$ cat src/rtl/mini900_consts.svh
/*
 * Shared constants for the mini900 core: sizes and the 4-bit opcodes.
 * Include wherever an opcode or a width is needed.
 */
`ifndef MINI900_CONSTS_SVH
`define MINI900_CONSTS_SVH

`define MINI900_REGS 8
`define MINI900_AW 24
`define MINI900_DW 16

// opcode field, instruction bits 15:12
`define MINI900_OP_LDI  4'h0
`define MINI900_OP_LDIH 4'h1
`define MINI900_OP_LD   4'h2
`define MINI900_OP_ST   4'h3
`define MINI900_OP_DJNZ 4'h4
`define MINI900_OP_JR   4'h5
`define MINI900_OP_JRZ  4'h6
// ALU group, low three bits select the ALU operation
`define MINI900_OP_ADD  4'h8
`define MINI900_OP_SUB  4'h9
`define MINI900_OP_AND  4'ha
`define MINI900_OP_OR   4'hb
`define MINI900_OP_XOR  4'hc
`define MINI900_OP_HALT 4'hf

`endif

$ cat src/rtl/mini900_pkg.sv
/*
 * Types shared by the mini900 blocks. Refer to them with scoped names,
 * e.g. mini900_pkg::word_t. Widths come from the constants header.
 */
`default_nettype none

`include "mini900_consts.svh"

package mini900_pkg;

    // data or instruction word
    typedef logic [`MINI900_DW-1:0] word_t;

    // byte address on the RAM port, also used for word indexes
    typedef logic [`MINI900_AW-1:0] addr_t;

    typedef logic [$clog2(`MINI900_REGS)-1:0] regsel_t;

    typedef logic [3:0] opcode_t;

    // {Z, C, V, S}
    typedef logic [3:0] flags_t;

    // controller sequence
    typedef enum logic [2:0] {
        st_fetch,
        st_decode,
        st_exec,
        st_mem,
        st_wb,
        st_halt
    } ctrl_state_t;

endpackage

`default_nettype wire

$ cat src/rtl/mini900_alu.sv
/*
 * Operation unit for ADD, SUB, AND, OR and XOR on two 16-bit operands.
 * The result is combinational; the Z, C, V and S flags are stored
 * only on cycles where flag_we is set.
 */
`timescale 1ns/100ps
`default_nettype none

module mini900_alu(
    input  wire                   clk,
    input  wire                   cen,
    input  wire                   arst_n,

    input  wire  [2:0]            alu_op,
    input  mini900_pkg::word_t    a,
    input  mini900_pkg::word_t    b,
    input  wire                   flag_we,
    output mini900_pkg::word_t    result,
    output mini900_pkg::flags_t   flags
);

    // low three opcode bits
    localparam logic [2:0] alu_add = 3'd0;
    localparam logic [2:0] alu_sub = 3'd1;
    localparam logic [2:0] alu_and = 3'd2;
    localparam logic [2:0] alu_or  = 3'd3;
    localparam logic [2:0] alu_xor = 3'd4;

    logic [16:0] sum;
    logic        carry, ovf;

    always_comb begin
        sum    = 17'd0;
        carry  = 1'b0;
        ovf    = 1'b0;
        result = a;
        case (alu_op)
            alu_add: begin
                sum    = {1'b0, a} + {1'b0, b};
                result = sum[15:0];
                carry  = sum[16];
                ovf    = a[15] == b[15] && result[15] != a[15];
            end
            alu_sub: begin
                // bit 16 is the borrow
                sum    = {1'b0, a} - {1'b0, b};
                result = sum[15:0];
                carry  = sum[16];
                ovf    = a[15] != b[15] && result[15] != a[15];
            end
            alu_and: result = a & b;
            alu_or:  result = a | b;
            alu_xor: result = a ^ b;
            default: result = a;
        endcase
    end

    always_ff @(posedge clk or negedge arst_n) begin
        if (!arst_n) begin
            flags <= '0;
        end else if (cen && flag_we) begin
            flags <= {result == 16'd0, carry, ovf, result[15]};
        end
    end

endmodule

`default_nettype wire

$ cat src/rtl/mini900_regs.sv
/*
 * Register bank: eight 16-bit registers with two combinational read
 * ports, one write port and a byte-wide dump port for inspection.
 */
`timescale 1ns/100ps
`default_nettype none

`include "mini900_consts.svh"

module mini900_regs(
    input  wire                   clk,
    input  wire                   cen,
    input  wire                   arst_n,

    input  mini900_pkg::regsel_t  rd_sel,
    input  mini900_pkg::regsel_t  rs_sel,
    input  mini900_pkg::regsel_t  reg_wsel,
    input  wire                   reg_we,
    input  mini900_pkg::word_t    reg_wdata,
    output mini900_pkg::word_t    rd_val,
    output mini900_pkg::word_t    rs_val,

    input  wire  [7:0]            dmp_addr,
    output logic [7:0]            dmp_din
);

    mini900_pkg::word_t regs_q [`MINI900_REGS];
    mini900_pkg::word_t dmp_word;

    always_ff @(posedge clk or negedge arst_n) begin
        if (!arst_n) begin
            for (int i = 0; i < `MINI900_REGS; i++) begin
                regs_q[i] <= '0;
            end
        end else if (cen && reg_we) begin
            regs_q[reg_wsel] <= reg_wdata;
        end
    end

    assign rd_val = regs_q[rd_sel];
    assign rs_val = regs_q[rs_sel];

    // dump: bits 3:1 pick the register, bit 0 the byte
    assign dmp_word = regs_q[dmp_addr[3:1]];

    always_comb begin
        if (dmp_addr[7:4] != 4'd0) begin
            // outside the register area
            dmp_din = 8'h00;
        end else begin
            dmp_din = dmp_addr[0] ? dmp_word[15:8] : dmp_word[7:0];
        end
    end

endmodule

`default_nettype wire

$ cat src/rtl/mini900_ramctl.sv
/*
 * RAM controller. Registers the byte address from pc or the pointer,
 * drives the store strobes and returns read data with a one-cycle rdy
 * pulse, two enabled cycles after the request.
 */
`timescale 1ns/100ps
`default_nettype none

module mini900_ramctl(
    input  wire                 clk,
    input  wire                 cen,
    input  wire                 arst_n,

    input  wire                 ram_ren,
    input  wire                 ram_wen,
    input  wire                 use_ptr,
    input  mini900_pkg::addr_t  pc,
    input  mini900_pkg::addr_t  ptr,
    input  mini900_pkg::word_t  wdata,
    output mini900_pkg::word_t  rdata,
    output logic                rdy,

    output mini900_pkg::addr_t  ram_addr,
    input  mini900_pkg::word_t  ram_dout,
    output mini900_pkg::word_t  ram_din,
    output logic [1:0]          ram_we
);

    mini900_pkg::addr_t word_idx;
    mini900_pkg::word_t hold_q;
    logic               rd_pend;
    logic [1:0]         we_q;

    assign word_idx = use_ptr ? ptr : pc;

    always_ff @(posedge clk or negedge arst_n) begin
        if (!arst_n) begin
            ram_addr <= '0;
            ram_din  <= '0;
            hold_q   <= '0;
            rd_pend  <= 1'b0;
            rdy      <= 1'b0;
            we_q     <= 2'b00;
        end else if (cen) begin
            if (ram_ren || ram_wen) begin
                // word index to byte address
                ram_addr <= {word_idx[22:0], 1'b0};
            end
            if (ram_wen) begin
                ram_din <= wdata;
            end
            // memory answers one cycle after the address
            rd_pend <= ram_ren;
            rdy     <= rd_pend;
            we_q    <= {2{ram_wen}};
            if (rdy) begin
                hold_q <= ram_dout;
            end
        end
    end

    // fresh data while rdy is up, last read otherwise
    assign rdata  = rdy ? ram_dout : hold_q;
    assign ram_we = we_q & {2{cen}};

endmodule

`default_nettype wire

$ cat src/rtl/mini900_ctrl.sv
/*
 * Instruction controller. Runs fetch, decode and execute one instruction
 * at a time, keeps the program counter and resolves relative branches.
 * pc is a word index; the RAM controller turns it into a byte address.
 */
`timescale 1ns/100ps
`default_nettype none

`include "mini900_consts.svh"

module mini900_ctrl(
    input  wire                   clk,
    input  wire                   cen,
    input  wire                   arst_n,

    input  mini900_pkg::word_t    rdata,
    input  wire                   rdy,
    output logic                  ram_ren,
    output logic                  ram_wen,
    output logic                  use_ptr,
    output mini900_pkg::addr_t    pc,
    output mini900_pkg::addr_t    ptr,
    output mini900_pkg::word_t    wdata,

    output mini900_pkg::regsel_t  rd_sel,
    output mini900_pkg::regsel_t  rs_sel,
    output mini900_pkg::regsel_t  reg_wsel,
    output logic                  reg_we,
    output mini900_pkg::word_t    reg_wdata,
    input  mini900_pkg::word_t    rd_val,
    input  mini900_pkg::word_t    rs_val,

    output logic [2:0]            alu_op,
    output logic                  flag_we,
    input  mini900_pkg::word_t    result,
    input  mini900_pkg::flags_t   flags,
    output logic                  halt
);

    mini900_pkg::ctrl_state_t state;
    mini900_pkg::word_t       ir;
    mini900_pkg::opcode_t     opc;
    logic [7:0]               imm8;
    mini900_pkg::addr_t       imm_ext;
    mini900_pkg::word_t       dec_val;
    logic                     is_alu, is_mem, take;

    // instruction fields
    assign opc      = ir[15:12];
    assign imm8     = ir[7:0];
    assign imm_ext  = {{16{imm8[7]}}, imm8};
    assign rd_sel   = ir[10:8];
    assign rs_sel   = ir[6:4];
    assign reg_wsel = ir[10:8];
    assign dec_val  = rd_val - 16'd1;

    assign is_alu = opc == `MINI900_OP_ADD || opc == `MINI900_OP_SUB ||
                    opc == `MINI900_OP_AND || opc == `MINI900_OP_OR  ||
                    opc == `MINI900_OP_XOR;
    assign is_mem = opc == `MINI900_OP_LD || opc == `MINI900_OP_ST;

    assign alu_op  = opc[2:0];
    assign flag_we = state == mini900_pkg::st_exec && is_alu;
    assign halt    = state == mini900_pkg::st_halt;

    // memory requests: fetch from pc, loads and stores through rs
    assign ram_ren = state == mini900_pkg::st_fetch ||
                     (state == mini900_pkg::st_exec && opc == `MINI900_OP_LD);
    assign ram_wen = state == mini900_pkg::st_exec && opc == `MINI900_OP_ST;
    assign use_ptr = state == mini900_pkg::st_exec;
    assign ptr     = {8'h00, rs_val};
    assign wdata   = rd_val;

    // branch condition
    always_comb begin
        case (opc)
            `MINI900_OP_DJNZ: take = dec_val != 16'd0;
            `MINI900_OP_JR:   take = 1'b1;
            `MINI900_OP_JRZ:  take = flags[3];
            default:          take = 1'b0;
        endcase
    end

    // write-back value selection
    always_comb begin
        reg_we    = 1'b0;
        reg_wdata = result;
        if (state == mini900_pkg::st_exec) begin
            case (opc)
                `MINI900_OP_LDI: begin
                    reg_we    = 1'b1;
                    reg_wdata = {8'h00, imm8};
                end
                `MINI900_OP_LDIH: begin
                    reg_we    = 1'b1;
                    reg_wdata = {imm8, rd_val[7:0]};
                end
                `MINI900_OP_DJNZ: begin
                    reg_we    = 1'b1;
                    reg_wdata = dec_val;
                end
                default: reg_we = is_alu;
            endcase
        end else if (state == mini900_pkg::st_wb && opc == `MINI900_OP_LD) begin
            // load data arrives with rdy
            reg_we    = rdy;
            reg_wdata = rdata;
        end
    end

    always_ff @(posedge clk or negedge arst_n) begin
        if (!arst_n) begin
            state <= mini900_pkg::st_fetch;
            pc    <= '0;
            ir    <= '0;
        end else if (cen) begin
            case (state)
                mini900_pkg::st_fetch: state <= mini900_pkg::st_decode;
                mini900_pkg::st_decode: begin
                    if (rdy) begin
                        ir    <= rdata;
                        pc    <= pc + 24'd1;
                        state <= mini900_pkg::st_exec;
                    end
                end
                mini900_pkg::st_exec: begin
                    // pc already points past this instruction
                    if (take) begin
                        pc <= pc + imm_ext;
                    end
                    if (opc == `MINI900_OP_HALT) begin
                        state <= mini900_pkg::st_halt;
                    end else if (is_mem) begin
                        state <= mini900_pkg::st_mem;
                    end else begin
                        state <= mini900_pkg::st_fetch;
                    end
                end
                mini900_pkg::st_mem: state <= mini900_pkg::st_wb;
                mini900_pkg::st_wb: begin
                    if (rdy || opc == `MINI900_OP_ST) begin
                        state <= mini900_pkg::st_fetch;
                    end
                end
                mini900_pkg::st_halt: state <= mini900_pkg::st_halt;
                default: state <= mini900_pkg::st_fetch;
            endcase
        end
    end

endmodule

`default_nettype wire

$ cat src/rtl/mini900.sv
/*
 * mini900 core top level. Connects the controller, register bank, ALU
 * and RAM controller. Drive cen to advance the core; registers can be
 * read back through the dump port at any time.
 */
`timescale 1ns/100ps
`default_nettype none

module mini900(
    input  wire                  clk,
    input  wire                  cen,
    input  wire                  arst_n,

    output mini900_pkg::addr_t   ram_addr,
    input  mini900_pkg::word_t   ram_dout,
    output mini900_pkg::word_t   ram_din,
    output logic [1:0]           ram_we,

    // register dump
    input  wire  [7:0]           dmp_addr,
    output logic [7:0]           dmp_din,
    output logic                 halt
);

    // controller to RAM controller
    logic                ram_ren, ram_wen, use_ptr;
    mini900_pkg::addr_t  pc, ptr;
    mini900_pkg::word_t  wdata, rdata;
    logic                rdy;

    // register bank
    mini900_pkg::regsel_t rd_sel, rs_sel, reg_wsel;
    logic                 reg_we;
    mini900_pkg::word_t   reg_wdata, rd_val, rs_val;

    // ALU
    logic [2:0]          alu_op;
    logic                flag_we;
    mini900_pkg::word_t  result;
    mini900_pkg::flags_t flags;

    mini900_ctrl u_ctrl(
        .clk        ( clk        ),
        .cen        ( cen        ),
        .arst_n     ( arst_n     ),
        .rdata      ( rdata      ),
        .rdy        ( rdy        ),
        .ram_ren    ( ram_ren    ),
        .ram_wen    ( ram_wen    ),
        .use_ptr    ( use_ptr    ),
        .pc         ( pc         ),
        .ptr        ( ptr        ),
        .wdata      ( wdata      ),
        .rd_sel     ( rd_sel     ),
        .rs_sel     ( rs_sel     ),
        .reg_wsel   ( reg_wsel   ),
        .reg_we     ( reg_we     ),
        .reg_wdata  ( reg_wdata  ),
        .rd_val     ( rd_val     ),
        .rs_val     ( rs_val     ),
        .alu_op     ( alu_op     ),
        .flag_we    ( flag_we    ),
        .result     ( result     ),
        .flags      ( flags      ),
        .halt       ( halt       )
    );

    mini900_regs u_regs(
        .clk        ( clk        ),
        .cen        ( cen        ),
        .arst_n     ( arst_n     ),
        .rd_sel     ( rd_sel     ),
        .rs_sel     ( rs_sel     ),
        .reg_wsel   ( reg_wsel   ),
        .reg_we     ( reg_we     ),
        .reg_wdata  ( reg_wdata  ),
        .rd_val     ( rd_val     ),
        .rs_val     ( rs_val     ),
        .dmp_addr   ( dmp_addr   ),
        .dmp_din    ( dmp_din    )
    );

    mini900_alu u_alu(
        .clk        ( clk        ),
        .cen        ( cen        ),
        .arst_n     ( arst_n     ),
        .alu_op     ( alu_op     ),
        .a          ( rd_val     ),
        .b          ( rs_val     ),
        .flag_we    ( flag_we    ),
        .result     ( result     ),
        .flags      ( flags      )
    );

    mini900_ramctl u_ramctl(
        .clk        ( clk        ),
        .cen        ( cen        ),
        .arst_n     ( arst_n     ),
        .ram_ren    ( ram_ren    ),
        .ram_wen    ( ram_wen    ),
        .use_ptr    ( use_ptr    ),
        .pc         ( pc         ),
        .ptr        ( ptr        ),
        .wdata      ( wdata      ),
        .rdata      ( rdata      ),
        .rdy        ( rdy        ),
        .ram_addr   ( ram_addr   ),
        .ram_dout   ( ram_dout   ),
        .ram_din    ( ram_din    ),
        .ram_we     ( ram_we     )
    );

endmodule

`default_nettype wire

$ cat config.mk
export PLATFORM = sky130hd
export DESIGN_NAME = mini900
export DESIGN_NICKNAME = d
export VERILOG_FILES = /design/src/rtl/mini900_pkg.sv /design/src/rtl/mini900_alu.sv /design/src/rtl/mini900_regs.sv /design/src/rtl/mini900_ramctl.sv /design/src/rtl/mini900_ctrl.sv /design/src/rtl/mini900.sv
export VERILOG_INCLUDE_DIRS = /design/src /design/src/rtl
export SDC_FILE = /design/constraint.sdc
export NUM_CORES = 1
export LEC_CHECK = 0
export BUFFER_PORTS_ARGS = -buffer_cell sky130_fd_sc_hd__buf_2
export CAP_MARGIN = 30
export CORE_MARGIN = 8
export CORE_UTILIZATION = 60
export CTS_CLUSTER_SIZE = 14
export DETAILED_ROUTE_END_ITERATION = 16
export PLACE_DENSITY = 0.77
export SYNTH_ARGS = -nofsm -noshare
export SYNTH_HDL_FRONTEND = slang
export SYNTH_SLANG_ARGS = --single-unit
$ cat constraint.sdc
create_clock -name clk -period 15.1 [get_ports clk]
set_input_delay 3.02 -clock clk [delete_from_list [all_inputs] [get_ports clk]]
set_output_delay 3.02 -clock clk [all_outputs]
set_load 0.01 [all_outputs]
Yosys cells after proc, flatten, opt, wreduce, memory -nomap -nowiden --
Index checks and enable logic that the tools add are counted.
Cells by class: add/sub/neg operators 5, magnitude comparators 4, eq/ne operators 28, multiplexer cells 34, bitwise gates (word level) 7, reductions and logical operators 30
Operators by type and width (count):
- $mux W16 | 10
- $bmux W16 S3 | 3
- $bwmux W128 | 1
- $pmux W16 S5 | 1
- $demux W16 S3 | 1
- $mux W24 | 2
- $pmux W16 S3 | 1
- $pmux W24 S2 | 1
- $add A24 B1 Y24 const B | 1
- $add A24 B24 Y24 | 1
- $eq A4 B4 Y1 const B | 6
- $mux W23 | 1
- $pmux W3 S6 | 1
- $add A16 B16 Y17 | 1
- $sub A16 B16 Y17 | 1
- $and A16 B16 Y16 | 1
- $logic_not A16 Y1 | 1
- $mux W8 | 2
- $or A16 B16 Y16 | 1
- $reduce_bool A16 Y1 | 1
- $sub A16 B1 Y16 const B | 1
- $xor A16 B16 Y16 | 1
- $eq A3 B2 Y1 const B | 4
- $eq A4 B3 Y1 const B | 3
- other kinds (27) | 61
Word-level totals: flip-flop bits (word level) 233, bits of input ports 27, logic and storage cells 126

Depth between registers and ports, before layout --
Gate-level depths: netlist of the first run.
depth in word-level cells 9, gate-level depth with buffers 19

Modules after synthesis --
From an unflattened synthesis of the first run, not the netlist that was laid out.
Second synthesis, totals: cell total of the unflattened synthesis 1631, area total of the unflattened synthesis 17750.8 um^2
Modules (own cells, without submodules):
- mini900_regs | times used 1, cells each 488, area an instance 7738.7 um^2, seq. area each 3203.1 um^2
- mini900_ctrl | times used 1, cells each 519, area an instance 4242.8 um^2, seq. area each 1051.0 um^2
- mini900_alu | times used 1, cells each 453, area an instance 3036.7 um^2, seq. area each 100.1 um^2
- mini900_ramctl | times used 1, cells each 171, area an instance 2732.6 um^2, seq. area each 1451.4 um^2

Worst setup path after synthesis of the first run --
Ideal clock, no wire load.
path kind in2out, start in dmp_addr[1], end out dmp_din[0], arrival time 4.950 ns, required time 12.080 ns, slack 7.130 ns, cell stages on the path 5, buffers on the path 2, path through clkbuf_1 > buf_1 > mux4_2 > mux4_2 > nor2b_1
Between the ends: cells in the longest elaborated chain, start to end 6
Ends and longest elaborated chain:
- start: declaration | RTL line mini900.sv:20 | input wire [7:0] dmp_addr,
- $not A3 Y4 (implied by the code) | RTL line mini900_regs.sv:44 | assign dmp_word = regs_q[dmp_addr[3:1]];
- $bmux W16 S3 | RTL line mini900_regs.sv:44
- $mux W16 (implied by the code) (2 in series) | RTL line mini900_regs.sv:44
- $mux W8 | RTL line mini900_regs.sv:51 | dmp_din = dmp_addr[0] ? dmp_word[15:8] : dmp_word[7:0];
- $mux W8 | RTL line mini900_regs.sv:47 | if (dmp_addr[7:4] != 4'd0) begin
- end: declaration | RTL line mini900.sv:21 | output logic [7:0] dmp_din,
Every way passes these cells. The select of a mux whose other input is x is not followed.

Worst setup path after layout of the first run --
start in dmp_addr[1], end out dmp_din[2]
Same word-level chain as after synthesis.

==> results by group, run 1 <==
Outcome
  • Status: completed

Placed design
  • Global placer's final weighted congestion: 1.01
  • Post-Place Worst Slack: around 6.8 ns
  • # port buffers: 76
  • DP Wirelength: 37.8 mm

Yosys
  • Synthesized area: 16900 um^2
  • Sequential area share after synthesis: 33.8%
  • Syn Inst Count: 1774
  • Syn_nets: 1877
  • Synth Area per Inst: 9.51 um^2
  • Post-synth EDFFs: 0
  • Yosys synthesis warning count: 0
  • Async set-reset flop share out of synthesis: 100%
  • Cell variety after synth: 86
  • Prevailing post-synth register cell: dfrtp_1
  • Yosys reg bits: 228

Floorplan
  • I/O pins: 78
  • Die H: 184 um
  • # rows: just over 60
  • Core area: 27700 um^2
  • Horiz. Die Dim: 184 um
  • Die ar.: 33700 um^2
  • Starting Density: 60.9%

Global route
  • Vias in the first global route: ~14000
  • Total GRT Usage: 31.4%
  • First-pass GRT wire length: 82.8 mm
  • Remaining Overflow, GRT: 0
  • Antenna violations before repair: 1
  • Largest net degree at the start of global routing: 85

Detailed routing
  • DRT antenna net count: 0
  • Number of DRC markers in iteration 0: roughly 1900
  • Vias/cell: 6.80
  • First-pass DRT Iterations: 5
  • Vias post-DR: about 15000
  • Routed WL per cell: 24.4 um
  • DRC viols: 0
  • DRT Wirelength: 53.6 mm

Timing
  • Skew final: just over 0.02 ns
  • Finish-stage setup viols: 0
  • Slew of the pin with the lowest slew margin: 1.13 ns
  • Fin. max-slew vios: 0
  • Setup ws final: 7.14 ns
  • Max-Slew Margin vs Limit: 24.1%
  • Crit path time final: 7.96 ns
  • Crit share post-route: 52.7%
  • Final Hold Fails: 0
  • RSZ-0062 raised after global routing: no
  • Achievable frequency: approximately 130 MHz
  • Setup_tns: 0 ns

Worst setup path
  • Reg-to-Reg Start: u_ctrl.ir[10]$_DFFE_PN0P_
  • CP max stage delay: 0.53 ns
  • Startpoint types: input port
  • Reg2reg end: u_regs.regs_q[79]$_DFFE_PN0P_
  • Critical path's slowest cell: mux4_2
  • Crit-path max FO: 24
  • CP arrival: around 4.9 ns
  • R2R Setup Slk: 8.58 ns
  • Worst reg2reg path depth: 18
  • CP cell instances: buf_2 -> buf_12 -> mux4_2 -> mux4_2 -> nor2b_1 -> buf_2
  • Critical path class: input port to primary output
  • Worst setup EP type: primary output
  • CP required: 12.08 ns

CTS
  • TritonCTS clock tree: yes
  • Clk Latency, worst-skew pair: 0.57 ns
  • Clock tree sinks: 228
  • Hold_buf cts: 0
  • Post-CTS setup buffers: 0
  • Cts bufs inserted: 26
  • Post-CTS sizing: 0
  • Root Driver: clkbuf_16
  • H-tree level count: 1
  • Clock Pin Slew Worst Setup and Hold Paths: roughly 0.060 ns
  • CTS Buffer Depth: 3

Finish
  • Fillers: about 2200
  • Share of cells above drive strength 1: 21.4%
  • Layout Utilization: 66.7%
  • Net count, final: 1902
  • Layout area overhead: 9.45%
  • # diodes: 0

Job
  • Maxcap violations: 0

Pwr
  • Overall power: 4.87 mW
  • LEAKAGE: 8.35 nW
  • Cell Pwr Density: 263 nW/um^2
  • Worst VDD drop: 0.000144 V

Worst hold path
  • Hold Crit Depth: 1
  • HP Class: flop to flop
  • WHS Endpoint: u_ctrl.pc[22]$_DFFE_PN0P_
  • Hold_sp: u_ctrl.pc[22]$_DFFE_PN0P_
==> kinds of logic (layout without fill, tap and decap cells) <==
family	count (synthesis)	count (layout)	synth area share, %
AO/OA/AOI/OAI	469	469	17.2
adder cells (fa/ha/maj)	76	76	5.77
multiplexers	256	256	22.6
XOR/XNOR	37	37	1.92
flip-flops	228	228	33.8
other	1	1	0.0222
AND/OR/NAND/NOR	522	522	14.3
buffers and inverters	185	225	4.44
==> cells in the mapped netlist (6+ instances only) <==
library cell / instances / area [um^2]
nor2b_1: 26 / 163
ha_1: 73 / 913
nor3_1: 30 / 150
inv_1: 60 / 225
a21oi_1: 143 / 716
o31ai_1: 10 / 75.1
o211ai_1: 19 / 143
o21ai_1: 20 / 100
dfrtp_1: 228 / 5710
a31oi_1: 12 / 75.1
or4_1: 7 / 52.6
xnor2_1: 27 / 236
mux2_2: 108 / 1220
buf_1: 22 / 82.6
mux2_1: 8 / 90.1
and3_1: 13 / 81.3
a22oi_1: 8 / 60.1
a21o_1: 12 / 90.1
mux4_2: 86 / 1940
o21ai_0: 121 / 606
mux2i_1: 51 / 510
nor2_1: 156 / 586
buf_4: 9 / 67.6
a221oi_1: 12 / 105
o22ai_1: 13 / 81.3
nand3_1: 26 / 130
clkbuf_1: 76 / 285
a211oi_1: 26 / 195
o21bai_1: 9 / 67.6
and2_1: 9 / 56.3
nor4_1: 15 / 93.8
nand4_1: 13 / 81.3
buf_2: 11 / 55.1
nand2b_1: 12 / 75.1
xor2_1: 10 / 87.6
nand2_1: 187 / 702
o21a_1: 6 / 45.0
==> final cells by class <==
cell class / instances / area (um^2) / share of cell area (%)
tap: 378 / 473 / 2.56
clock inverter: 7 / 115 / 0.623
inverter: 66 / 248 / 1.34
sequential: 228 / 5710 / 30.9
timing repair buffer: 116 / 728 / 3.94
multi-input combinational: 1361 / 10500 / 56.6
clock buffer: 36 / 738 / 4.00
==> layer usage <==
metal	part of all wire (%)	routed length [um]	GRT usage, %	vias to the layer above
met2	45	24100	49.0	939
met4	5.5	2920	15.1	2
met5	0.024	13	0	-
met1	39	20700	41.2	7185
met3	11	5810	7.08	192
li1	-	-	-	6581
==> cells in the final DEF (no fill, tap or decap), drive strengths merged, types with 19 or more instances in the layout <==
master,Yosys,layout
dfrtp,228,228
nand2,187,187
nor2,157,157
a21oi,143,143
o21ai,142,142
mux2,116,116
buf,43,116
mux4,86,86
ha,73,73
inv,64,64
mux2i,54,54
clkbuf,76,36
nor3,30,30
xnor2,27,27
nand3,26,26
nor2b,26,26
a211oi,26,26
o211ai,19,19
==> worst max path at each step <==
stage | cells after the start | slack (ns) | end | start
final | 6 | 7.14 | dmp_din[2] | dmp_addr[1]
after global routing | 6 | 7.05 | dmp_din[7] | dmp_addr[1]
after CTS | 5 | 6.79 | dmp_din[2] | dmp_addr[1]
after detailed placement | 5 | 6.79 | dmp_din[2] | dmp_addr[1]
after global placement | 5 | 6.87 | dmp_din[2] | dmp_addr[1]
after floorplan | 5 | 7.13 | dmp_din[0] | dmp_addr[1]
==> stage by stage <==
step,hold slack (ns),area [um^2],instances
2_1_floorplan,0.441,16900,1774
3_3_place_gp,0.458,17500,2143
3_5_place_dp,0.462,17600,2146
4_1_cts,0.471,18400,2189
5_1_grt,0.496,18500,2192
6_report,0.471,18500,2192
==> critical path: cells and delay by family <==
kind,cells,cell delay (ns)
buf+inv,3,0.70
mux,2,1.06
simple gates,1,0.16
==> flip-flops by register name, summed over array words and instances (netlist names) <==
name / cells
u_ctrl.ir: 15
u_ctrl.pc: 23
u_ramctl.ram_din: 16
u_alu.flags: 1
u_ramctl.rdy: 1
u_ramctl.rd_pend: 1
u_ramctl.ram_addr: 23
u_ramctl.we_q: 1
u_ctrl.state: 3
u_regs.regs_q: 128
u_ramctl.hold_q: 16
==> report_power, final <==
part	switching, mW	internal [mW]
Clock	0.262	0.374
Sequential	0.236	0.824
Combinational	2.01	1.16
Total	2.51	2.36
(Power assumes the default switching activity.)
==> run 2, diff against run 1 <==
--- a/config.mk
+++ b/config.mk
@@ -9,7 +9,7 @@
 export BUFFER_PORTS_ARGS = -buffer_cell sky130_fd_sc_hd__buf_2
 export CAP_MARGIN = 30
 export CORE_MARGIN = 8
-export CORE_UTILIZATION = 60
+export CORE_UTILIZATION = 57
 export CTS_CLUSTER_SIZE = 14
 export DETAILED_ROUTE_END_ITERATION = 16
 export PLACE_DENSITY = 0.77
==> constraint.sdc (replaced) <==
create_clock -name clk -period 6.7 [get_ports clk]
set_input_delay 1.34 -clock clk [delete_from_list [all_inputs] [get_ports clk]]
set_output_delay 1.34 -clock clk [all_outputs]
set_load 0.01 [all_outputs]
==> results by group, run 2 (synthesized netlist as in run 1, its figures left out) <==
Outcome
  • Status: completed (unchanged)

Global route
  • Vias in the first global route: 14754 (was 14238)
  • Total GRT Usage: 30.2% (was 31.4%)
  • First-pass GRT wire length: 85.6 mm (was 82.8 mm)
  • Remaining Overflow, GRT: 0 (unchanged)
  • Largest net degree at the start of global routing: 156 (was 85)
  • Antenna violations before repair: 0 (was 1)

Detailed routing
  • Vias post-DR: 15039 (was 14899)
  • Vias/cell: 6.77 (was 6.80)
  • DRT Wirelength: 54.0 mm (was 53.6 mm)
  • First-pass DRT Iterations: 5 (unchanged)
  • Number of DRC markers in iteration 0: 1856 (was 1902)
  • DRT antenna net count: 0 (unchanged)
  • Routed WL per cell: 24.3 um (was 24.4 um)
  • DRC viols: 0 (unchanged)

Worst setup path
  • Worst reg2reg path depth: 13 (was 18)
  • Critical path class: flop to flop (was input port to primary output)
  • Worst setup EP type: flop (was primary output)
  • CP required: 7.10 ns (was 12.08 ns)
  • Startpoint types: flop (was input port)
  • CP arrival: 6.52 ns (was 4.94 ns)
  • Crit-path max FO: 24 (unchanged)

Finish
  • Max reg flops: 128 (unchanged)
  • Share of cells above drive strength 1: 22.0% (was 21.4%)
  • Layout area overhead: 10.1% (was 9.45%)
  • Net count, final: 1916 (was 1902)
  • Biggest regs: u_regs.regs_q: 128 flops, u_ctrl.pc: 23 flops, u_ramctl.ram_addr: 23 flops (unchanged)
  • Commonest non-fill, non-tap cell in the layout: dfrtp_1 (unchanged)
  • # diodes: 0 (unchanged)
  • Largest Register: u_regs.regs_q (unchanged)
  • Commonest cells after routing, fill and taps aside: dfrtp_1, nand2_1, nor2_1 (unchanged)

Pwr
  • Overall power: 11.1 mW (was 4.87 mW)
  • Combinational power share: 64.6% (was 65.1%)
  • Pint: 5.44 mW (was 2.36 mW)
  • Switch share: 51.1% (was 51.5%)
  • LEAKAGE: 8.42 nW (was 8.35 nW)
  • Clock power frac: 12.8% (was 13.1%)
  • Net Sw Power: 5.67 mW (was 2.51 mW)
  • Cell Pwr Density: 598 nW/um^2 (was 263 nW/um^2)
  • Sequential power share: 22.6% (was 21.8%)
  • Worst VDD drop: 0.000259 V (was 0.000144 V)

CTS
  • Post-CTS sizing: 0 (unchanged)
  • Clock tree sinks: 228 (unchanged)
  • Clk Latency, worst-skew pair: 0.54 ns (was 0.57 ns)
  • Clock Pin Slew Worst Setup and Hold Paths: 0.07 ns (was 0.06 ns)
  • Root Driver: clkbuf_16 (unchanged)
  • CTS Buffer Depth: 3 (unchanged)
  • TritonCTS clock tree: yes (unchanged)
  • Hold_buf cts: 0 (unchanged)
  • Post-CTS setup buffers: 0 (unchanged)
  • Cts bufs inserted: 25 (was 26)
  • H-tree level count: 1 (unchanged)

Job
  • Maxcap violations: 0 (unchanged)

Timing
  • Fin. max-slew vios: 0 (unchanged)
  • Achievable frequency: about 160 MHz
  • Final Hold Fails: 0 (unchanged)
  • Setup_tns: 0 ns (unchanged)
  • Slew of the pin with the lowest slew margin: 1.03 ns (was 1.13 ns)
  • Crit path time final: 6.12 ns
  • Skew final: 0.0265 ns (was 0.0202 ns)
  • Finish-stage setup viols: 0 (unchanged)
  • Max-Slew Margin vs Limit: 31.3% (was 24.1%)
  • Crit share post-route: 91.4%
  • RSZ-0062 raised after global routing: no (unchanged)

Floorplan
  • Die H: 188 um (was 184 um)
  • I/O pins: 78 (unchanged)
  • Horiz. Die Dim: 188 um (was 184 um)
  • # rows: 63 (was 61)
  • Starting Density: 57.4% (was 60.9%)
  • Core area: 29400 um^2 (was 27700 um^2)
  • Die ar.: 35400 um^2 (was 33700 um^2)

Placed design
  • DP Wirelength: 39.2 mm (was 37.8 mm)
  • Global placer's final weighted congestion: 1.01 (about the same)
  • # port buffers: 76 (unchanged)

Worst hold path
  • Hold Crit Depth: 2 (was 1)
  • HP Class: flop to flop (unchanged)
run 2: worst max-delay path, stage by stage, from the launching register on:
cell and delay (ns):
dfrtp_2 0.88, mux4_2 0.61, mux2i_1 0.50, ha_1 0.39, o21ba_2 0.23, or4_1 0.43, a211oi_1 0.40, o211ai_1 0.26
a2111oi_0 0.65, nor4_1 0.13, a211oi_1 0.63, a21oi_1 0.16, a22o_1 0.37, mux2_2 0.31
run 2: final cells by class:
cell class / count / area (um^2)
Fill cell: 2420 / 10800
Timing Repair Buffer: 131 / 841
Inverter: 66 / 248
Clock buffer: 35 / 713
Tap cell: 390 / 488
Sequential cell: 228 / 5710
Multi-Input combinational cell: 1361 / 10500
Clock inverter: 9 / 123
run 2: power by group through the flow:
stage	clock [mW]	combinational [mW]	sequential [mW]
after CTS	1.44	6.90	2.50
final	1.42	7.18	2.51
after floorplan	0	5.01	2.18
after global placement	0	6.76	2.48
after detailed placement	0	6.85	2.52
after global routing	1.49	7.68	2.58
run 2: stage by stage:
step / worst slack, ns / std cells / cell area (um^2) / hold slack (ns) / util (%)
final: 0.579 / 2220 / 18600 / 0.471 / 63.2
after global routing: 0.370 / 2220 / 18600 / 0.502 / 63.2
after CTS: 0.792 / 2217 / 18500 / 0.477 / 63.0
after detailed placement: 0.829 / 2173 / 17700 / 0.464 / 60.2
after global placement: 1.09 / 2172 / 17700 / 0.457 / 60.2
after floorplan: 1.41 / 1774 / 16900 / 0.441 / -
run 2: worst paths after layout:
kind	end	startpoint	slack (ns)
min in group asynchronous	u_ramctl.ram_din[12]$_DFFE_PN0P_	arst_n	0.75
hold / removal	u_ramctl.ram_addr[16]$_DFFE_PN0P_	u_ramctl.ram_addr[16]$_DFFE_PN0P_	0.47
setup / recovery	u_regs.regs_q[75]$_DFFE_PN0P_	u_ctrl.ir[4]$_DFFE_PN0P_	0.58
hold reg to reg	u_ramctl.ram_addr[16]$_DFFE_PN0P_	u_ramctl.ram_addr[16]$_DFFE_PN0P_	0.47
max in group asynchronous	u_regs.regs_q[26]$_DFFE_PN0P_	arst_n	4.63
setup reg to reg	u_regs.regs_q[75]$_DFFE_PN0P_	u_ctrl.ir[4]$_DFFE_PN0P_	0.58
run 2: routing by layer:
metal,track usage (%),routed length [um],up-vias
li1,-,-,6610
met1,39.9,21100,7314
met2,45.7,24000,918
met3,7.10,5840,197
met4,16.0,3160,0
met5,0,0,-
